[config.mk]
export PLATFORM = sky130hd
export DESIGN_NAME = astral_pinmux
export DESIGN_NICKNAME = d
export VERILOG_FILES = /design/src/logic/pinmux_cfg_pkg.sv /design/src/logic/pinmux_map_pkg.sv /design/src/logic/pinmux_cfg_regs.sv /design/src/logic/pad_slice.sv /design/src/logic/pinmux_in_router.sv /design/src/logic/astral_pinmux.sv
export SDC_FILE = /design/constraint.sdc
export NUM_CORES = 1
export LEC_CHECK = 0
export ABC_AREA = 0
export BUFFER_PORTS_ARGS = -buffer_cell sky130_fd_sc_hd__buf_4
export CAP_MARGIN = 15
export CORE_MARGIN = 2
export CORE_UTILIZATION = 40
export DETAILED_ROUTE_END_ITERATION = 6
export MAX_ROUTING_LAYER = met4
export SYNTH_ARGS = -nofsm -noshare
export SYNTH_HDL_FRONTEND = slang
export SYNTH_HIERARCHICAL = 1
export SYNTH_SLANG_ARGS = --single-unit
[constraint.sdc]
create_clock -name clk_i -period 6.6 [get_ports clk_i]
set_clock_uncertainty 0.1 [all_clocks]
set_input_delay 1.32 -clock clk_i [delete_from_list [all_inputs] [get_ports clk_i]]
set_output_delay 1.32 -clock clk_i [all_outputs]
set_load 0.01 [all_outputs]
[src/logic/pinmux_cfg_pkg.sv]
//////////////////////////////////////////////////////////////////////
// pad multiplexer configuration types
// register word widths, per-pad configuration layout and the
// register word that is decoded either as configuration or raw data
//////////////////////////////////////////////////////////////////////

package pinmux_cfg_pkg;

  localparam int unsigned RegWidth    = 32;
  localparam int unsigned AddrWidth   = 8;

  // peripheral lines in each direction
  localparam int unsigned NumSig      = 4;
  localparam int unsigned SigIdxWidth = 2;

  typedef enum logic {
    PadGpio   = 1'b0,
    PadPeriph = 1'b1
  } pad_mode_e;

  // one pad configuration register
  typedef struct packed {
    logic [28:0]            reserved;
    pad_mode_e              mode;
    logic [SigIdxWidth-1:0] sig_idx;
  } pad_cfg_t;

  // pad addresses use the cfg view, GPIO words the raw view
  typedef union packed {
    pad_cfg_t            cfg;
    logic [RegWidth-1:0] raw;
  } reg_word_u;

endpackage

[src/logic/pinmux_map_pkg.sv]
//////////////////////////////////////////////////////////////////////
// pad multiplexer address map and peripheral signal map
// GPIO word offsets follow the pad configuration registers
//////////////////////////////////////////////////////////////////////

package pinmux_map_pkg;

  // offsets counted after the last pad register
  localparam int unsigned GpioOutAddr = 0;
  localparam int unsigned GpioOeAddr  = 1;
  localparam int unsigned GpioInAddr  = 2;

  // peripheral signal lines selected by sig_idx
  localparam int unsigned SigUart     = 0;
  localparam int unsigned SigSpiSck   = 1;
  localparam int unsigned SigSpiSd    = 2;
  localparam int unsigned SigCan      = 3;

  // level seen by a peripheral input that no pad drives
  localparam logic [pinmux_cfg_pkg::NumSig-1:0] PeriphInIdle = '1;

endpackage

[src/logic/pinmux_cfg_regs.sv]
//////////////////////////////////////////////////////////////////////
// pad multiplexer register bank
// per-pad configuration plus GPIO output, enable and input words
// single-cycle valid/ready register bus with error response
//////////////////////////////////////////////////////////////////////

module pinmux_cfg_regs
  import pinmux_cfg_pkg::*;
  import pinmux_map_pkg::*;
#(
  parameter int unsigned NumPads = 22
) (
  input  logic                  clk_i,
  input  logic                  rst_n_i,
  input  logic                  reg_valid_i,
  input  logic                  reg_write_i,
  input  logic [AddrWidth-1:0]  reg_addr_i,
  input  logic [RegWidth-1:0]   reg_wdata_i,
  input  logic [NumPads-1:0]    gpio_in_i,
  output logic                  reg_ready_o,
  output logic                  reg_error_o,
  output logic [RegWidth-1:0]   reg_rdata_o,
  output pad_cfg_t [NumPads-1:0] pad_cfg_o,
  output logic [NumPads-1:0]    gpio_out_o,
  output logic [NumPads-1:0]    gpio_oe_o
);

  localparam logic [AddrWidth-1:0] OutWord = AddrWidth'(NumPads + GpioOutAddr);
  localparam logic [AddrWidth-1:0] OeWord  = AddrWidth'(NumPads + GpioOeAddr);
  localparam logic [AddrWidth-1:0] InWord  = AddrWidth'(NumPads + GpioInAddr);

  pad_cfg_t [NumPads-1:0] pad_cfg_q;
  logic [NumPads-1:0]     gpio_out_q;
  logic [NumPads-1:0]     gpio_oe_q;
  logic                   ready_q;
  logic                   error_q;
  logic [RegWidth-1:0]    rdata_q;

  logic      hit_pad;
  logic      hit_out;
  logic      hit_oe;
  logic      hit_in;
  logic      acc_err;
  logic      do_write;
  reg_word_u wr_word;
  reg_word_u rd_word;
  pad_cfg_t  wr_cfg;

  //////////////////////////////////////////////////////////////////////
  // address decode
  //////////////////////////////////////////////////////////////////////

  assign hit_pad  = (reg_addr_i < AddrWidth'(NumPads));
  assign hit_out  = (reg_addr_i == OutWord);
  assign hit_oe   = (reg_addr_i == OeWord);
  assign hit_in   = (reg_addr_i == InWord);

  // input word is read only
  assign acc_err  = !(hit_pad || hit_out || hit_oe || hit_in) || (hit_in && reg_write_i);
  assign do_write = reg_valid_i && reg_write_i && !acc_err;

  assign wr_word.raw = reg_wdata_i;

  always_comb begin
    wr_cfg          = wr_word.cfg;
    wr_cfg.reserved = '0;
  end

  always_comb begin
    rd_word.raw = '0;
    if (hit_pad) begin
      for (int i = 0; i < NumPads; i++) begin
        if (reg_addr_i == AddrWidth'(i)) begin
          rd_word.cfg = pad_cfg_q[i];
        end
      end
    end else if (hit_out) begin
      rd_word.raw = RegWidth'(gpio_out_q);
    end else if (hit_oe) begin
      rd_word.raw = RegWidth'(gpio_oe_q);
    end else if (hit_in) begin
      rd_word.raw = RegWidth'(gpio_in_i);
    end
  end

  //////////////////////////////////////////////////////////////////////
  // registers
  //////////////////////////////////////////////////////////////////////

  // all pads come up as GPIO inputs
  always_ff @(posedge clk_i or negedge rst_n_i) begin
    if (!rst_n_i) begin
      pad_cfg_q  <= '0;
      gpio_out_q <= '0;
      gpio_oe_q  <= '0;
      ready_q    <= 1'b0;
      error_q    <= 1'b0;
    end else begin
      ready_q <= reg_valid_i;
      error_q <= reg_valid_i && acc_err;
      if (do_write) begin
        if (hit_pad) begin
          for (int i = 0; i < NumPads; i++) begin
            if (reg_addr_i == AddrWidth'(i)) begin
              pad_cfg_q[i] <= wr_cfg;
            end
          end
        end
        if (hit_out) begin
          gpio_out_q <= wr_word.raw[NumPads-1:0];
        end
        if (hit_oe) begin
          gpio_oe_q <= wr_word.raw[NumPads-1:0];
        end
      end
    end
  end

  // response data, zero for writes and errors
  always_ff @(posedge clk_i) begin
    if (reg_valid_i) begin
      rdata_q <= (reg_write_i || acc_err) ? '0 : rd_word.raw;
    end
  end

  assign reg_ready_o = ready_q;
  assign reg_error_o = error_q;
  assign reg_rdata_o = rdata_q;
  assign pad_cfg_o   = pad_cfg_q;
  assign gpio_out_o  = gpio_out_q;
  assign gpio_oe_o   = gpio_oe_q;

endmodule

[src/logic/pad_slice.sv]
//////////////////////////////////////////////////////////////////////
// one muxed pad
// output from GPIO bits or a selected peripheral line
//////////////////////////////////////////////////////////////////////

module pad_slice
  import pinmux_cfg_pkg::*;
(
  input  logic              clk_i,
  input  logic              rst_n_i,
  input  pad_cfg_t          cfg_i,
  input  logic              gpio_out_i,
  input  logic              gpio_oe_i,
  input  logic [NumSig-1:0] periph_out_i,
  input  logic [NumSig-1:0] periph_oe_i,
  input  logic              pad_i,
  output logic              pad_o,
  output logic              pad_oe_o,
  output logic              pad_sync_o
);

  logic [1:0] sync_q;

  // output select
  always_comb begin
    if (cfg_i.mode == PadPeriph) begin
      pad_o    = periph_out_i[cfg_i.sig_idx];
      pad_oe_o = periph_oe_i[cfg_i.sig_idx];
    end else begin
      pad_o    = gpio_out_i;
      pad_oe_o = gpio_oe_i;
    end
  end

  // two-flop synchronizer, idles high
  always_ff @(posedge clk_i or negedge rst_n_i) begin
    if (!rst_n_i) begin
      sync_q <= 2'b11;
    end else begin
      sync_q <= {sync_q[0], pad_i};
    end
  end

  assign pad_sync_o = sync_q[1];

endmodule

[src/logic/pinmux_in_router.sv]
//////////////////////////////////////////////////////////////////////
// pad input router
// synchronized pad inputs to peripheral inputs and GPIO input word
//////////////////////////////////////////////////////////////////////

module pinmux_in_router
  import pinmux_cfg_pkg::*;
  import pinmux_map_pkg::*;
#(
  parameter int unsigned NumPads = 22
) (
  input  pad_cfg_t [NumPads-1:0] pad_cfg_i,
  input  logic [NumPads-1:0]     pad_sync_i,
  output logic [NumSig-1:0]      periph_in_o,
  output logic [NumPads-1:0]     gpio_in_o
);

  // scan from the top so the lowest matching pad wins
  always_comb begin
    periph_in_o = PeriphInIdle;
    for (int s = 0; s < NumSig; s++) begin
      for (int p = NumPads - 1; p >= 0; p--) begin
        if (pad_cfg_i[p].mode == PadPeriph &&
            pad_cfg_i[p].sig_idx == SigIdxWidth'(s)) begin
          periph_in_o[s] = pad_sync_i[p];
        end
      end
    end
  end

  // GPIO input sees every pad regardless of mode
  assign gpio_in_o = pad_sync_i;

endmodule

[src/logic/astral_pinmux.sv]
//////////////////////////////////////////////////////////////////////
// register-configured pad multiplexer
// register bank, one slice per muxed pad and the input router
//////////////////////////////////////////////////////////////////////

module astral_pinmux
  import pinmux_cfg_pkg::*;
#(
  parameter int unsigned NumPads = 22
) (
  input  logic                 clk_i,
  input  logic                 rst_n_i,
  input  logic                 reg_valid_i,
  input  logic                 reg_write_i,
  input  logic [AddrWidth-1:0] reg_addr_i,
  input  logic [RegWidth-1:0]  reg_wdata_i,
  output logic                 reg_ready_o,
  output logic                 reg_error_o,
  output logic [RegWidth-1:0]  reg_rdata_o,
  input  logic [NumSig-1:0]    periph_out_i,
  input  logic [NumSig-1:0]    periph_oe_i,
  output logic [NumSig-1:0]    periph_in_o,
  input  logic [NumPads-1:0]   pad_i,
  output logic [NumPads-1:0]   pad_o,
  output logic [NumPads-1:0]   pad_oe_o
);

  pad_cfg_t [NumPads-1:0] pad_cfg;
  logic [NumPads-1:0]     gpio_out;
  logic [NumPads-1:0]     gpio_oe;
  logic [NumPads-1:0]     gpio_in;
  logic [NumPads-1:0]     pad_sync;

  //////////////////////////////////////////////////////////////////////
  // register bank
  //////////////////////////////////////////////////////////////////////

  pinmux_cfg_regs #(
    .NumPads ( NumPads )
  ) i_cfg_regs (
    .clk_i       ( clk_i       ),
    .rst_n_i     ( rst_n_i     ),
    .reg_valid_i ( reg_valid_i ),
    .reg_write_i ( reg_write_i ),
    .reg_addr_i  ( reg_addr_i  ),
    .reg_wdata_i ( reg_wdata_i ),
    .gpio_in_i   ( gpio_in     ),
    .reg_ready_o ( reg_ready_o ),
    .reg_error_o ( reg_error_o ),
    .reg_rdata_o ( reg_rdata_o ),
    .pad_cfg_o   ( pad_cfg     ),
    .gpio_out_o  ( gpio_out    ),
    .gpio_oe_o   ( gpio_oe     )
  );

  //////////////////////////////////////////////////////////////////////
  // pad slices
  //////////////////////////////////////////////////////////////////////

  for (genvar i = 0; i < NumPads; i++) begin : gen_pads
    pad_slice i_pad_slice (
      .clk_i        ( clk_i        ),
      .rst_n_i      ( rst_n_i      ),
      .cfg_i        ( pad_cfg[i]   ),
      .gpio_out_i   ( gpio_out[i]  ),
      .gpio_oe_i    ( gpio_oe[i]   ),
      .periph_out_i ( periph_out_i ),
      .periph_oe_i  ( periph_oe_i  ),
      .pad_i        ( pad_i[i]     ),
      .pad_o        ( pad_o[i]     ),
      .pad_oe_o     ( pad_oe_o[i]  ),
      .pad_sync_o   ( pad_sync[i]  )
    );
  end

  // input side
  pinmux_in_router #(
    .NumPads ( NumPads )
  ) i_in_router (
    .pad_cfg_i   ( pad_cfg     ),
    .pad_sync_i  ( pad_sync    ),
    .periph_in_o ( periph_in_o ),
    .gpio_in_o   ( gpio_in     )
  );

endmodule

Yosys cells after proc, flatten, opt, wreduce, memory -nomap -nowiden
Index checks and enable logic that the tools add are counted.
Operators by class
  $add $sub $neg: 0
  multipliers: 0
  div/mod/pow operators: 0
  order comparisons: 23
  equality and inequality tests: 90
  shift-type cells: 0
  multiplexer cells: 246
  bitwise operators: 0
  reductions and logical operators: 146
Operators by type and width (count)
  1-bit two-way mux: 176
  32-bit two-way mux: 3
  1-bit logical AND: 92
  1-bit binary-select mux with 2-bit select: 44
  2-bit == test (second input constant): 44
  8-bit by 5-bit == test with 1-bit output (second input constant): 9
  2-bit by 3-bit less-than comparator with 1-bit output (second input constant): 22
  3-bit two-way mux: 22
  3-bit AND reduction: 22
  8-bit by 4-bit == test with 1-bit output (second input constant): 8
  2-bit by 1-bit == test with 1-bit output (second input constant): 22
  2-bit zero test: 22
  8-bit by 3-bit == test with 1-bit output (second input constant): 4
  22-bit two-way mux: 1
  8-bit by 2-bit == test with 1-bit output (second input constant): 2
  8-bit by 1-bit == test with 1-bit output (second input constant): 1
  8-bit zero test: 1
  8-bit by 5-bit less-than comparator with 1-bit output (second input constant): 1
  1-bit logical OR: 5
  2-bit AND reduction: 2
  1-bit zero test: 2
Storage, ports and cells
  register bits after elaboration: 188
  bits in latches: 0
  bits in writable memories: 0
  bits in read-only memories: 0
  input bits: 74
  output and inout bits: 82
  word-level logic and storage cells: 576
  memories kept: 0

Logic depth before layout (Yosys ltp)
Gate-level depths: netlist of run 1.
  word-level depth: 24
  mapped depth: 8
  mapped depth without buffers: 6

Cells and area by module
The synthesis of run 1 kept the hierarchy.
Modules (own cells, without submodules)
  pinmux_cfg_regs: instances 1, cells an instance 1184, area each 11362.1 um^2, sequential area each 3463.3 um^2
  pad_slice: instances 22, cells an instance 13, area each 137.6 um^2, sequential area each 52.6 um^2
  pinmux_in_router: instances 1, cells an instance 296, area each 1850.5 um^2, sequential area each 0.0 um^2

Worst setup path after synthesis of run 1
Ideal clock, no wire load.
  kind: in2reg
  start: in reg_addr_i[4]
  end: reg i_cfg_regs.rdata_q[2], in the netlist i_cfg_regs/reg_rdata_o[2] (data pin)
  setup time: 0.255 ns
  data arrival time: 2.834 ns
  data required time: 6.245 ns
  path slack: 3.410 ns
  cell stages on the path: 7
  buffers on the path: 2
  cells stage by stage: buf_4 > or4b_1 > buf_2 > or4_4 > o211ai_2 > o32ai_1 > a31o_1
Between the ends
  cells in the longest elaborated chain, start to end: 24
  elaborated cells between the ends (all ways): 59
  those cells by class: order compare (1); eq/ne (24); mux (26); reduce/logical (8)
RTL lines
  start, declared: line astral_pinmux.sv:15  | input logic [AddrWidth-1:0] reg_addr_i,
  8-bit zero test: line pinmux_cfg_regs.sv:73  | if (reg_addr_i == AddrWidth'(i)) begin
  3-bit two-way mux (22 in a row): line pinmux_cfg_regs.sv:73
  32-bit two-way mux: line pinmux_cfg_regs.sv:71  | if (hit_pad) begin
  end signal, assigned: line pinmux_cfg_regs.sv:122  | rdata_q <= (reg_write_i || acc_err) ? '0 : rd_word.raw;
  end, declared: line pinmux_cfg_regs.sv:37  | logic [RegWidth-1:0] rdata_q;
Parallel ways exist; a longest one is shown, timed or not.
A chain may end at the register's enable or synchronous reset.

Worst setup path in the final report of run 1
  start: reg i_cfg_regs.pad_cfg_q (netlist bit i_cfg_regs/pad_cfg_o[672])
  end: out periph_in_o[0]
Between the ends
  cells in the longest elaborated chain, start to end: 24
RTL lines
  start, declared: line pinmux_cfg_regs.sv:32  | pad_cfg_t [NumPads-1:0] pad_cfg_q;
  start signal, assigned by index: line pinmux_cfg_regs.sv:105  | pad_cfg_q[i] <= wr_cfg;
  2-bit zero test: line pinmux_in_router.sv:24  | pad_cfg_i[p].sig_idx == SigIdxWidth'(s)) begin
  1-bit logical AND: line pinmux_in_router.sv:23  | if (pad_cfg_i[p].mode == PadPeriph &&
  1-bit two-way mux (22 in a row): line pinmux_in_router.sv:23
  end, declared: line astral_pinmux.sv:22  | output logic [NumSig-1:0] periph_in_o,
Every way passes these cells.

==> out/results.ini, run 1 <==
[clock_network]
h-tree-depth=4
cts_tree=yes
cts-root-buf=clkbuf_16
cts_buffer_depth=2
cts_buffers=17
cts_resized=0
cts_setup_buffers=0
clkSlewWorstSetupHoldPaths_ns=0.08
clock_latency_ns=0.44
hold_buffers=0
cts.sinks=178

[route]
vias=9680
wl_per_cell_um=23.27
routed_wl_um=37160
drt_pass1_iterations=5
routed_via_density=6.061
drc_errors=0
ant_nets=0
drtIter0Drc=808

[sta]
max_freq_mhz=229.9
finalCriticalPeriod_ns=4.350
worst_slew_pin_slew_ns=0.9619
rsz0062_at_grt=false
setup_ws_ns=2.250
finalSetupTns_ns=0
report.final.slew_viol_count=0
finalSetupViolCount=0
period_share=0.6591
hold_violations=0
relSlewSlack=0.3588

[finish]
layout_common_cells=143 x buf_4, 112 x mux2_2, 112 x dfrtp_1
layout_commonest_cell=buf_4
antenna_cells=0
final_design_area_no_fill_um2=13070
n_fill_cell=2642
layout.nets=1280
drive_gt1_frac=0.2822
area_delta_synth_final_pct=14.14
fin_util=0.4666

[global_route]
grt_max_degree=99
grt_pass1_vias=9520
grt_usage=0.2544
antenna_found_initial=0
grt_pass1_wl_um=57350
overflow=0

[synth]
netlist_instances=1128
syn_avg_cell_area_um2=10.15
synth.cell_area_um2=11450
ys_warn_count=6

[floorplanning]
die_height_um=173.2
rows=61
die_w_um=173.2
start_util=0.4088
core_um2=28010
ioPinCount=156
die_area_um2=30000

[place]
dp_hpwl_um=24890
dpl-instance-area_um2=12510
place_ws_ns=2.671
routabilityCongestion=0.9221
io_buffers=135

[setup_path]
cp_data_required_time_ns=5.18
worstSetupStartpointType=flop
path_class=flop to primary output
cp_top_family=compound AO/OA/AOI/OAI gates
rr_startpoint=i_cfg_regs/pad_cfg_o[385]
path_buf_inv=1
end_kind=primary output
critical_path.max_stage_delay_ns=0.56
crit_path_max_fanout=10
crit_arrival_ns=2.93
critPathLaunch=i_cfg_regs/pad_cfg_o[672]
critPathSlowestCell=or4b_1
crit_chain=or4b_1 > mux2i_1 > o221ai_1 > a211oi_2 > o21ai_1 > a211o_1 > buf_4

[min_path]
min_from=gen_pads[18].i_pad_slice/sync_q[0]
hp-class=flop to flop

[pwr]
ir_drop_v=0.0001353
totalPowerFinal_uw=2461
powerDensity_nw_per_um2=188.3
p_leak_uw=0.005128

[status]
outcome=completed

[job]
drv_cap=0

-- worst paths after layout --
check	to	slack, ns	cells after the start
max	periph_in_o[0]	2.25	7
min	gen_pads[18].i_pad_slice/sync_q[1]	0.25	0
max reg2reg	i_cfg_regs/reg_rdata_o[1]	4.20	5
min reg2reg	gen_pads[18].i_pad_slice/sync_q[1]	0.25	0
max in group asynchronous	i_cfg_regs/gpio_oe_o[18]	4.12	2
min in group asynchronous	i_cfg_regs/gpio_oe_o[7]	0.84	1
-- cell type report --
type                    instances  area (um2)  share of cell area
clock inverters                14       130.1            0.009956
multi-input cells             849        6274              0.4800
inverters                      16       60.06            0.004595
clock buffers                  18       429.2             0.03284
well taps                     378       473.0             0.03619
repair buffers                144        1085             0.08300
flip-flops and latches        178        4619              0.3534
-- state kept, by name (all words and copies together), names as in the netlist --
register                     flops
i_cfg_regs/reg_error_o           1
i_cfg_regs/gpio_oe_o            22
gen_pads.i_pad_slice/sync_q     44
i_cfg_regs/reg_ready_o           1
i_cfg_regs/pad_cfg_o            66
i_cfg_regs/reg_rdata_o          22
i_cfg_regs/gpio_out_o           22
-- through the flow --
stage                     hold WS (ns)  cells
final                           0.2492   1597
after global routing            0.2574   1597
after CTS                       0.2520   1597
after detailed placement        0.2468   1565
after global placement          0.2457   1565
after floorplan                 0.2452   1137
-- worst register-to-register path, stage by stage (launching register included) --
cell      delay (ns)
dfrtp_1         0.49
nor4b_1         0.41
a31oi_1         0.10
a32o_1          0.29
o311ai_0        0.57
a21oi_1         0.17
-- power breakdown --
| group | switching (uW) | internal (uW) | total (uW) |
|---|---|---|---|
| clock network | 471 | 525 | 996 |
| logic | 154 | 107 | 261 |
| registers | 48.7 | 1150 | 1200 |
| total | 674 | 1790 | 2460 |
-- per-layer routing --
layer  up-vias  global-route usage  share of wire
met5         -                   -              0
met4         0             0.08298          0.024
met3        65             0.04288          0.056
met2       367              0.3837           0.45
met1      4845              0.3482           0.47
li1       4403                   -              -
Note: power is estimated with default switching activity, not from simulation.
==> run 2, diff against run 1 <==
==> constraint.sdc (replaced) <==
create_clock -name clk_i -period 4.1 [get_ports clk_i]
set_clock_uncertainty 0.1 [all_clocks]
set_input_delay 0.82 -clock clk_i [delete_from_list [all_inputs] [get_ports clk_i]]
set_output_delay 0.82 -clock clk_i [all_outputs]
set_load 0.01 [all_outputs]
==> out/results.ini, run 2 (synthesized netlist as in run 1, its figures left out) <==
[status]
outcome=completed  ; unchanged

[sta]
rsz0062_at_grt=false  ; unchanged
worst_slew_pin_slew_ns=0.7207  ; was 0.9619 ns
max_freq_mhz=263.0
hold_violations=0  ; unchanged
relSlewSlack=0.5151  ; was 0.3588
finalCriticalPeriod_ns=3.802
finalSetupTns_ns=0  ; unchanged
report.final.slew_viol_count=0  ; unchanged
period_share=0.9273
finalSetupViolCount=0  ; unchanged

[floorplanning]
ioPinCount=156  ; unchanged
die_area_um2=30000  ; unchanged
die_height_um=173.2  ; unchanged
rows=61  ; unchanged
start_util=0.4088  ; unchanged
die_w_um=173.2  ; unchanged
core_um2=28010  ; unchanged

[pwr]
power_frac_seq=0.477  ; was 0.489
p_switching_uw=1082  ; was 674.1 uW
p_int_uw=2978  ; was 1787 uW
powerDensity_nw_per_um2=307.2  ; was 188.3 nW/um2
p_leak_uw=0.005217  ; was 0.005128 uW
combPwrFrac=0.106  ; about the same
ir_drop_v=0.0002241  ; was 0.0001353 V
swShare=0.2666  ; was 0.2739
p_clk_frac=0.417  ; was 0.405

[finish]
layout_commonest_cell=buf_4  ; unchanged
area_delta_synth_final_pct=15.44  ; was 14.14%
largest_reg_flops=66  ; unchanged
antenna_cells=0  ; unchanged
layout.nets=1286  ; was 1280
drive_gt1_frac=0.2882  ; was 0.2822
layout_common_cells=144 x buf_4, 112 x mux2_2, 112 x dfrtp_1  ; was 143 x buf_4, 112 x mux2_2, 112 x dfrtp_1
n_fill_cell=2688  ; was 2642
stdcell_count=1603  ; was 1597

[global_route]
antenna_found_initial=0  ; unchanged
overflow=0  ; unchanged
grt_max_degree=75  ; was 99
grt_usage=0.2542  ; was 0.2544
grt_pass1_wl_um=57060  ; was 57350 um
grt_pass1_vias=9398  ; was 9520

[place]
io_buffers=135  ; unchanged
routabilityCongestion=0.9284  ; was 0.9221
dp_hpwl_um=25560  ; was 24890 um
dp.cells=1571  ; was 1565

[clock_network]
h-tree-depth=4  ; unchanged
cts_buffers=17  ; unchanged
cts_tree=yes  ; unchanged
cts_resized=0  ; unchanged
cts-root-buf=clkbuf_16  ; unchanged
clock_latency_ns=0.44  ; about the same
cts.sinks=178  ; unchanged
cts_setup_buffers=0  ; unchanged
hold_buffers=0  ; unchanged
clkSlewWorstSetupHoldPaths_ns=0.07  ; was 0.08 ns
cts_buffer_depth=2  ; unchanged

[route]
routed_wl_um=37600  ; was 37160 um
drt_pass1_iterations=6  ; was 5
drc_errors=0  ; unchanged
ant_nets=0  ; unchanged
vias=9682  ; was 9680
routed_via_density=6.040  ; was 6.061
drtIter0Drc=954  ; was 808
wl_per_cell_um=23.45  ; was 23.27 um

[setup_path]
reg2reg_setup_slack_ns=1.69  ; was 4.20 ns
critPathLaunch=i_cfg_regs/pad_cfg_o[672]  ; unchanged
rr_startpoint=i_cfg_regs/pad_cfg_o[385]  ; unchanged
cp.depth=7  ; unchanged
crit_path_max_fanout=10  ; unchanged
cp_top_family=compound AO/OA/AOI/OAI gates  ; unchanged
reg2reg_depth=5  ; unchanged
regToRegEndpoint=i_cfg_regs/reg_rdata_o[1]  ; unchanged
end_kind=primary output  ; unchanged
crit_arrival_ns=2.88  ; was 2.93 ns
worstSetupStartpointType=flop  ; unchanged
cp_data_required_time_ns=3.18  ; was 5.18 ns
critPathCapture=periph_in_o[0]  ; unchanged
critical_path.max_stage_delay_ns=0.55  ; was 0.56 ns
critPathSlowestCell=or4b_1  ; unchanged
path_class=flop to primary output  ; unchanged
crit_chain=or4b_1 > mux2i_1 > o221ai_1 > a211oi_2 > o21ai_1 > a211o_1 > buf_4  ; unchanged
path_buf_inv=1  ; unchanged

[min_path]
hp-class=flop to flop  ; unchanged

[job]
drv_cap=0  ; unchanged

run 2: final cells by class:
cell class	instances	area, um2	area share
Clock buffer	19	452.9	0.03426
Clock inverter	13	147.6	0.01117
Inverter	16	60.06	0.004543
Multi-Input combinational cell	849	6274	0.4746
Sequential cell	178	4619	0.3495
Tap cell	378	473.0	0.03578
Timing Repair Buffer	150	1192	0.09020
run 2: worst min path at each step:
| stage | startpoint | end | slack (ns) | depth (start not counted) |
|---|---|---|---|---|
| after global placement | gen_pads[12].i_pad_slice/sync_q[0] | gen_pads[12].i_pad_slice/sync_q[1] | 0.25 | 0 |
| final | gen_pads[14].i_pad_slice/sync_q[0] | gen_pads[14].i_pad_slice/sync_q[1] | 0.26 | 0 |
| after CTS | gen_pads[2].i_pad_slice/sync_q[0] | gen_pads[2].i_pad_slice/sync_q[1] | 0.26 | 0 |
| after floorplan | gen_pads[0].i_pad_slice/sync_q[0] | gen_pads[0].i_pad_slice/sync_q[1] | 0.25 | 0 |
| after global routing | gen_pads[2].i_pad_slice/sync_q[0] | gen_pads[2].i_pad_slice/sync_q[1] | 0.26 | 0 |
| after detailed placement | gen_pads[14].i_pad_slice/sync_q[0] | gen_pads[14].i_pad_slice/sync_q[1] | 0.25 | 0 |
run 2: routing by layer:
| metal | part of all wire | vias to the layer above | track usage |
|---|---|---|---|
| met1 | 0.46 | 4831 | 0.3450 |
| li1 | - | 4417 | - |
| met4 | 0.026 | 0 | 0.07804 |
| met5 | 0 | - | - |
| met3 | 0.065 | 55 | 0.05365 |
| met2 | 0.45 | 379 | 0.3810 |
run 2: stage by stage:
| step | util | cell area [um2] | hold WS, ns | power [uW] | worst slack (ns) |
|---|---|---|---|---|---|
| global route | 0.4719 | 13220 | 0.2573 | 4200 | 0.2071 |
| finish | 0.4719 | 13220 | 0.2561 | 4061 | 0.2981 |
| floorplan | - | 11480 | 0.2452 | 2164 | 1.410 |
| CTS | 0.4719 | 13220 | 0.2558 | 4088 | 0.2877 |
| detailed placement | 0.4505 | 12620 | 0.2469 | 2398 | 0.7557 |
| global placement | 0.4505 | 12620 | 0.2458 | 2391 | 0.7567 |
run 2: worst register-to-register path, stage by stage, from the launching register on:
cell	delay, ns
dfrtp_1	0.49
nor4b_1	0.43
a31oi_1	0.10
a32o_1	0.27
o311ai_0	0.54
a21oi_1	0.19
run 2: power groups by stage:
stage	registers, uW	logic (uW)	clock network, uW
after CTS	1930	432	1720
after global placement	1970	425	0
final	1940	432	1690
after global routing	1950	465	1790
after detailed placement	1970	431	0
after floorplan	1940	226	0
==> run 3, diff against run 2 <==
--- a/config.mk
+++ b/config.mk
@@ -8,10 +8,13 @@
 export ABC_AREA = 0
 export BUFFER_PORTS_ARGS = -buffer_cell sky130_fd_sc_hd__buf_4
 export CAP_MARGIN = 15
+export CELL_PAD_IN_SITES_DETAIL_PLACEMENT = 1
+export CELL_PAD_IN_SITES_GLOBAL_PLACEMENT = 1
 export CORE_MARGIN = 2
 export CORE_UTILIZATION = 40
 export DETAILED_ROUTE_END_ITERATION = 6
 export MAX_ROUTING_LAYER = met4
+export PLACE_DENSITY_LB_ADDON = 0.1
 export SYNTH_ARGS = -nofsm -noshare
 export SYNTH_HDL_FRONTEND = slang
 export SYNTH_HIERARCHICAL = 1
==> out/results.ini, run 3 (synthesized netlist as in run 1, its figures left out) <==
[pwr]
swShare=0.2570  ; was 0.2666
ir_drop_v=0.0002193  ; was 0.0002241 V
combPwrFrac=0.105  ; was 0.106
powerDensity_nw_per_um2=312.5  ; was 307.2 nW/um2
p_leak_uw=0.005221  ; was 0.005217 uW
p_int_uw=3074  ; was 2978 uW
p_switching_uw=1063  ; was 1082 uW
power_frac_seq=0.468  ; was 0.477
totalPowerFinal_uw=4137  ; was 4061 uW
p_clk_frac=0.426  ; was 0.417

[sta]
max_freq_mhz=256.9  ; was 263.0 MHz
finalSetupViolCount=0  ; unchanged
report.final.slew_viol_count=0  ; unchanged
finalSetupTns_ns=0  ; unchanged
worst_slew_pin_slew_ns=0.8446  ; was 0.7207 ns
hold_violations=0  ; unchanged
relSlewSlack=0.4370  ; was 0.5151
period_share=0.9494  ; was 0.9273
rsz0062_at_grt=false  ; unchanged
finalCriticalPeriod_ns=3.892  ; was 3.802 ns
setup_ws_ns=0.2075  ; was 0.2981 ns

[setup_path]
path_class=flop to primary output  ; unchanged
regToRegEndpoint=i_cfg_regs/reg_rdata_o[1]  ; unchanged
crit_chain=or4b_1 > mux2i_1 > o221ai_1 > a211oi_2 > o21ai_1 > a211o_1 > buf_4  ; unchanged
cp_data_required_time_ns=3.18  ; about the same
crit_arrival_ns=2.97  ; was 2.88 ns
critPathSlowestCell=dfrtp_1  ; was or4b_1
critical_path.max_stage_delay_ns=0.55  ; about the same
crit_path_max_fanout=10  ; unchanged
end_kind=primary output  ; unchanged
worstSetupStartpointType=flop  ; unchanged
reg2reg_depth=5  ; unchanged
critPathLaunch=i_cfg_regs/pad_cfg_o[672]  ; unchanged
reg2reg_setup_slack_ns=1.72  ; was 1.69 ns
rr_startpoint=gen_pads[1].i_pad_slice/sync_q[1]  ; was i_cfg_regs/pad_cfg_o[385]

[global_route]
antenna_found_initial=0  ; unchanged
grt_usage=0.2775  ; was 0.2542
overflow=0  ; unchanged
grt_pass1_wl_um=61980  ; was 57060 um
grt_pass1_vias=9974  ; was 9398
grt_max_degree=86  ; was 75

[place]
io_buffers=135  ; unchanged
dp.cells=1574  ; was 1571
place_ws_ns=0.6597  ; was 0.7557 ns
routabilityCongestion=0.9022  ; was 0.9284
dp_hpwl_um=27260  ; was 25560 um

[finish]
layout.nets=1289  ; was 1286
stdcell_count=1606  ; was 1603
layout_common_cells=149 x buf_4, 112 x mux2_2, 112 x dfrtp_1  ; was 144 x buf_4, 112 x mux2_2, 112 x dfrtp_1
antenna_cells=0  ; unchanged
layout_commonest_cell=buf_4  ; unchanged
largest_reg_flops=66  ; unchanged
drive_gt1_frac=0.2866  ; was 0.2882
n_fill_cell=3093  ; was 2688
area_delta_synth_final_pct=15.64  ; was 15.44%
fin_util=0.4727  ; was 0.4719

[floorplanning]
rows=61  ; unchanged
start_util=0.4088  ; unchanged
die_height_um=173.2  ; unchanged
die_area_um2=30000  ; unchanged
core_um2=28010  ; unchanged
die_w_um=173.2  ; unchanged
ioPinCount=156  ; unchanged

[min_path]
min_to=gen_pads[5].i_pad_slice/sync_q[1]  ; was gen_pads[14].i_pad_slice/sync_q[1]
hp-class=flop to flop  ; unchanged
min_from=gen_pads[5].i_pad_slice/sync_q[0]  ; was gen_pads[14].i_pad_slice/sync_q[0]
whs_path_depth=0  ; unchanged

[clock_network]
hold_buffers=0  ; unchanged
clkSlewWorstSetupHoldPaths_ns=0.07  ; about the same
cts_tree=yes  ; unchanged
cts-root-buf=clkbuf_16  ; unchanged
cts_setup_buffers=0  ; unchanged
clock_latency_ns=0.44  ; about the same
cts_resized=0  ; unchanged
cts_buffers=17  ; unchanged
cts_buffer_depth=2  ; unchanged
cts.sinks=178  ; unchanged
h-tree-depth=4  ; unchanged

[route]
drt_pass1_iterations=5  ; was 6
routed_via_density=6.062  ; was 6.040
wl_per_cell_um=24.89  ; was 23.45 um
drc_errors=0  ; unchanged
vias=9736  ; was 9682
routed_wl_um=39970  ; was 37600 um
ant_nets=0  ; unchanged
drtIter0Drc=909  ; was 954

[status]
outcome=completed  ; unchanged

[job]
drv_cap=0  ; unchanged

==> run 3: changes by cell type in the layout (fill, tap and decap cells not counted) <==
| cell | change |
|---|---|
| buf_12 | -2 |
| buf_4 | +5 |
| bufinv_16 | +2 |
| clkbuf_1 | +1 |
| clkbuf_8 | -1 |
| clkinv_1 | +3 |
| clkinv_2 | -3 |
| clkinv_4 | -1 |
| clkinvlp_4 | +1 |
| inv_6 | -1 |
| inv_8 | -1 |
==> run 3: stage by stage <==
stage / cell area, um2 / hold WS, ns
floorplan: 11480 / 0.2452
global placement: 12620 / 0.2458
detailed placement: 12620 / 0.2469
CTS: 13240 / 0.2550
global route: 13240 / 0.2594
finish: 13240 / 0.2547
==> run 3: worst max-delay path: cells and delay by family (launching register included) <==
| kind | cells | cell delay [ns] |
|---|---|---|
| buf+inv | 1 | 0.15 |
| mux | 1 | 0.19 |
| flops | 1 | 0.55 |
| simple gates | 1 | 0.55 |
| compound gates | 4 | 1.07 |
==> run 3: layout make-up <==
type	instances	area [um2]	area share
inverter	16	60.06	0.004536
clock buffer	19	442.9	0.03345
timing repair buffer	153	1190	0.08986
sequential	178	4619	0.3489
clock inverter	13	182.7	0.01380
multi-input combinational	849	6274	0.4738
tap	378	473.0	0.03572
==> run 3: how the worst max path moves through the flow <==
stage | endpoint | slack [ns] | cells after the start
after CTS | periph_in_o[0] | 0.17 | 7
after global placement | periph_in_o[0] | 0.68 | 7
after detailed placement | periph_in_o[0] | 0.66 | 7
after global routing | periph_in_o[0] | 0.07 | 7
final | periph_in_o[0] | 0.21 | 7
after floorplan | i_cfg_regs/reg_rdata_o[2] | 1.41 | 7
==> run 3: layer usage <==
metal / vias to the layer above / track usage / routed length, um
met5: - / - / 0
met4: 0 / 0.06921 / 703
met3: 37 / 0.04024 / 2029
met2: 284 / 0.4132 / 17830
met1: 5002 / 0.3972 / 19410
li1: 4413 / - / -
==> run 3: power by group through the flow <==
stage                     Sequential (uW)  Combinational, uW  Clock [uW]
after floorplan                      1940                226           0
final                                1940                436        1760
after global routing                 1950                472        1870
after detailed placement             1970                437           0
after global placement               1970                431           0
after CTS                            1940                439        1800
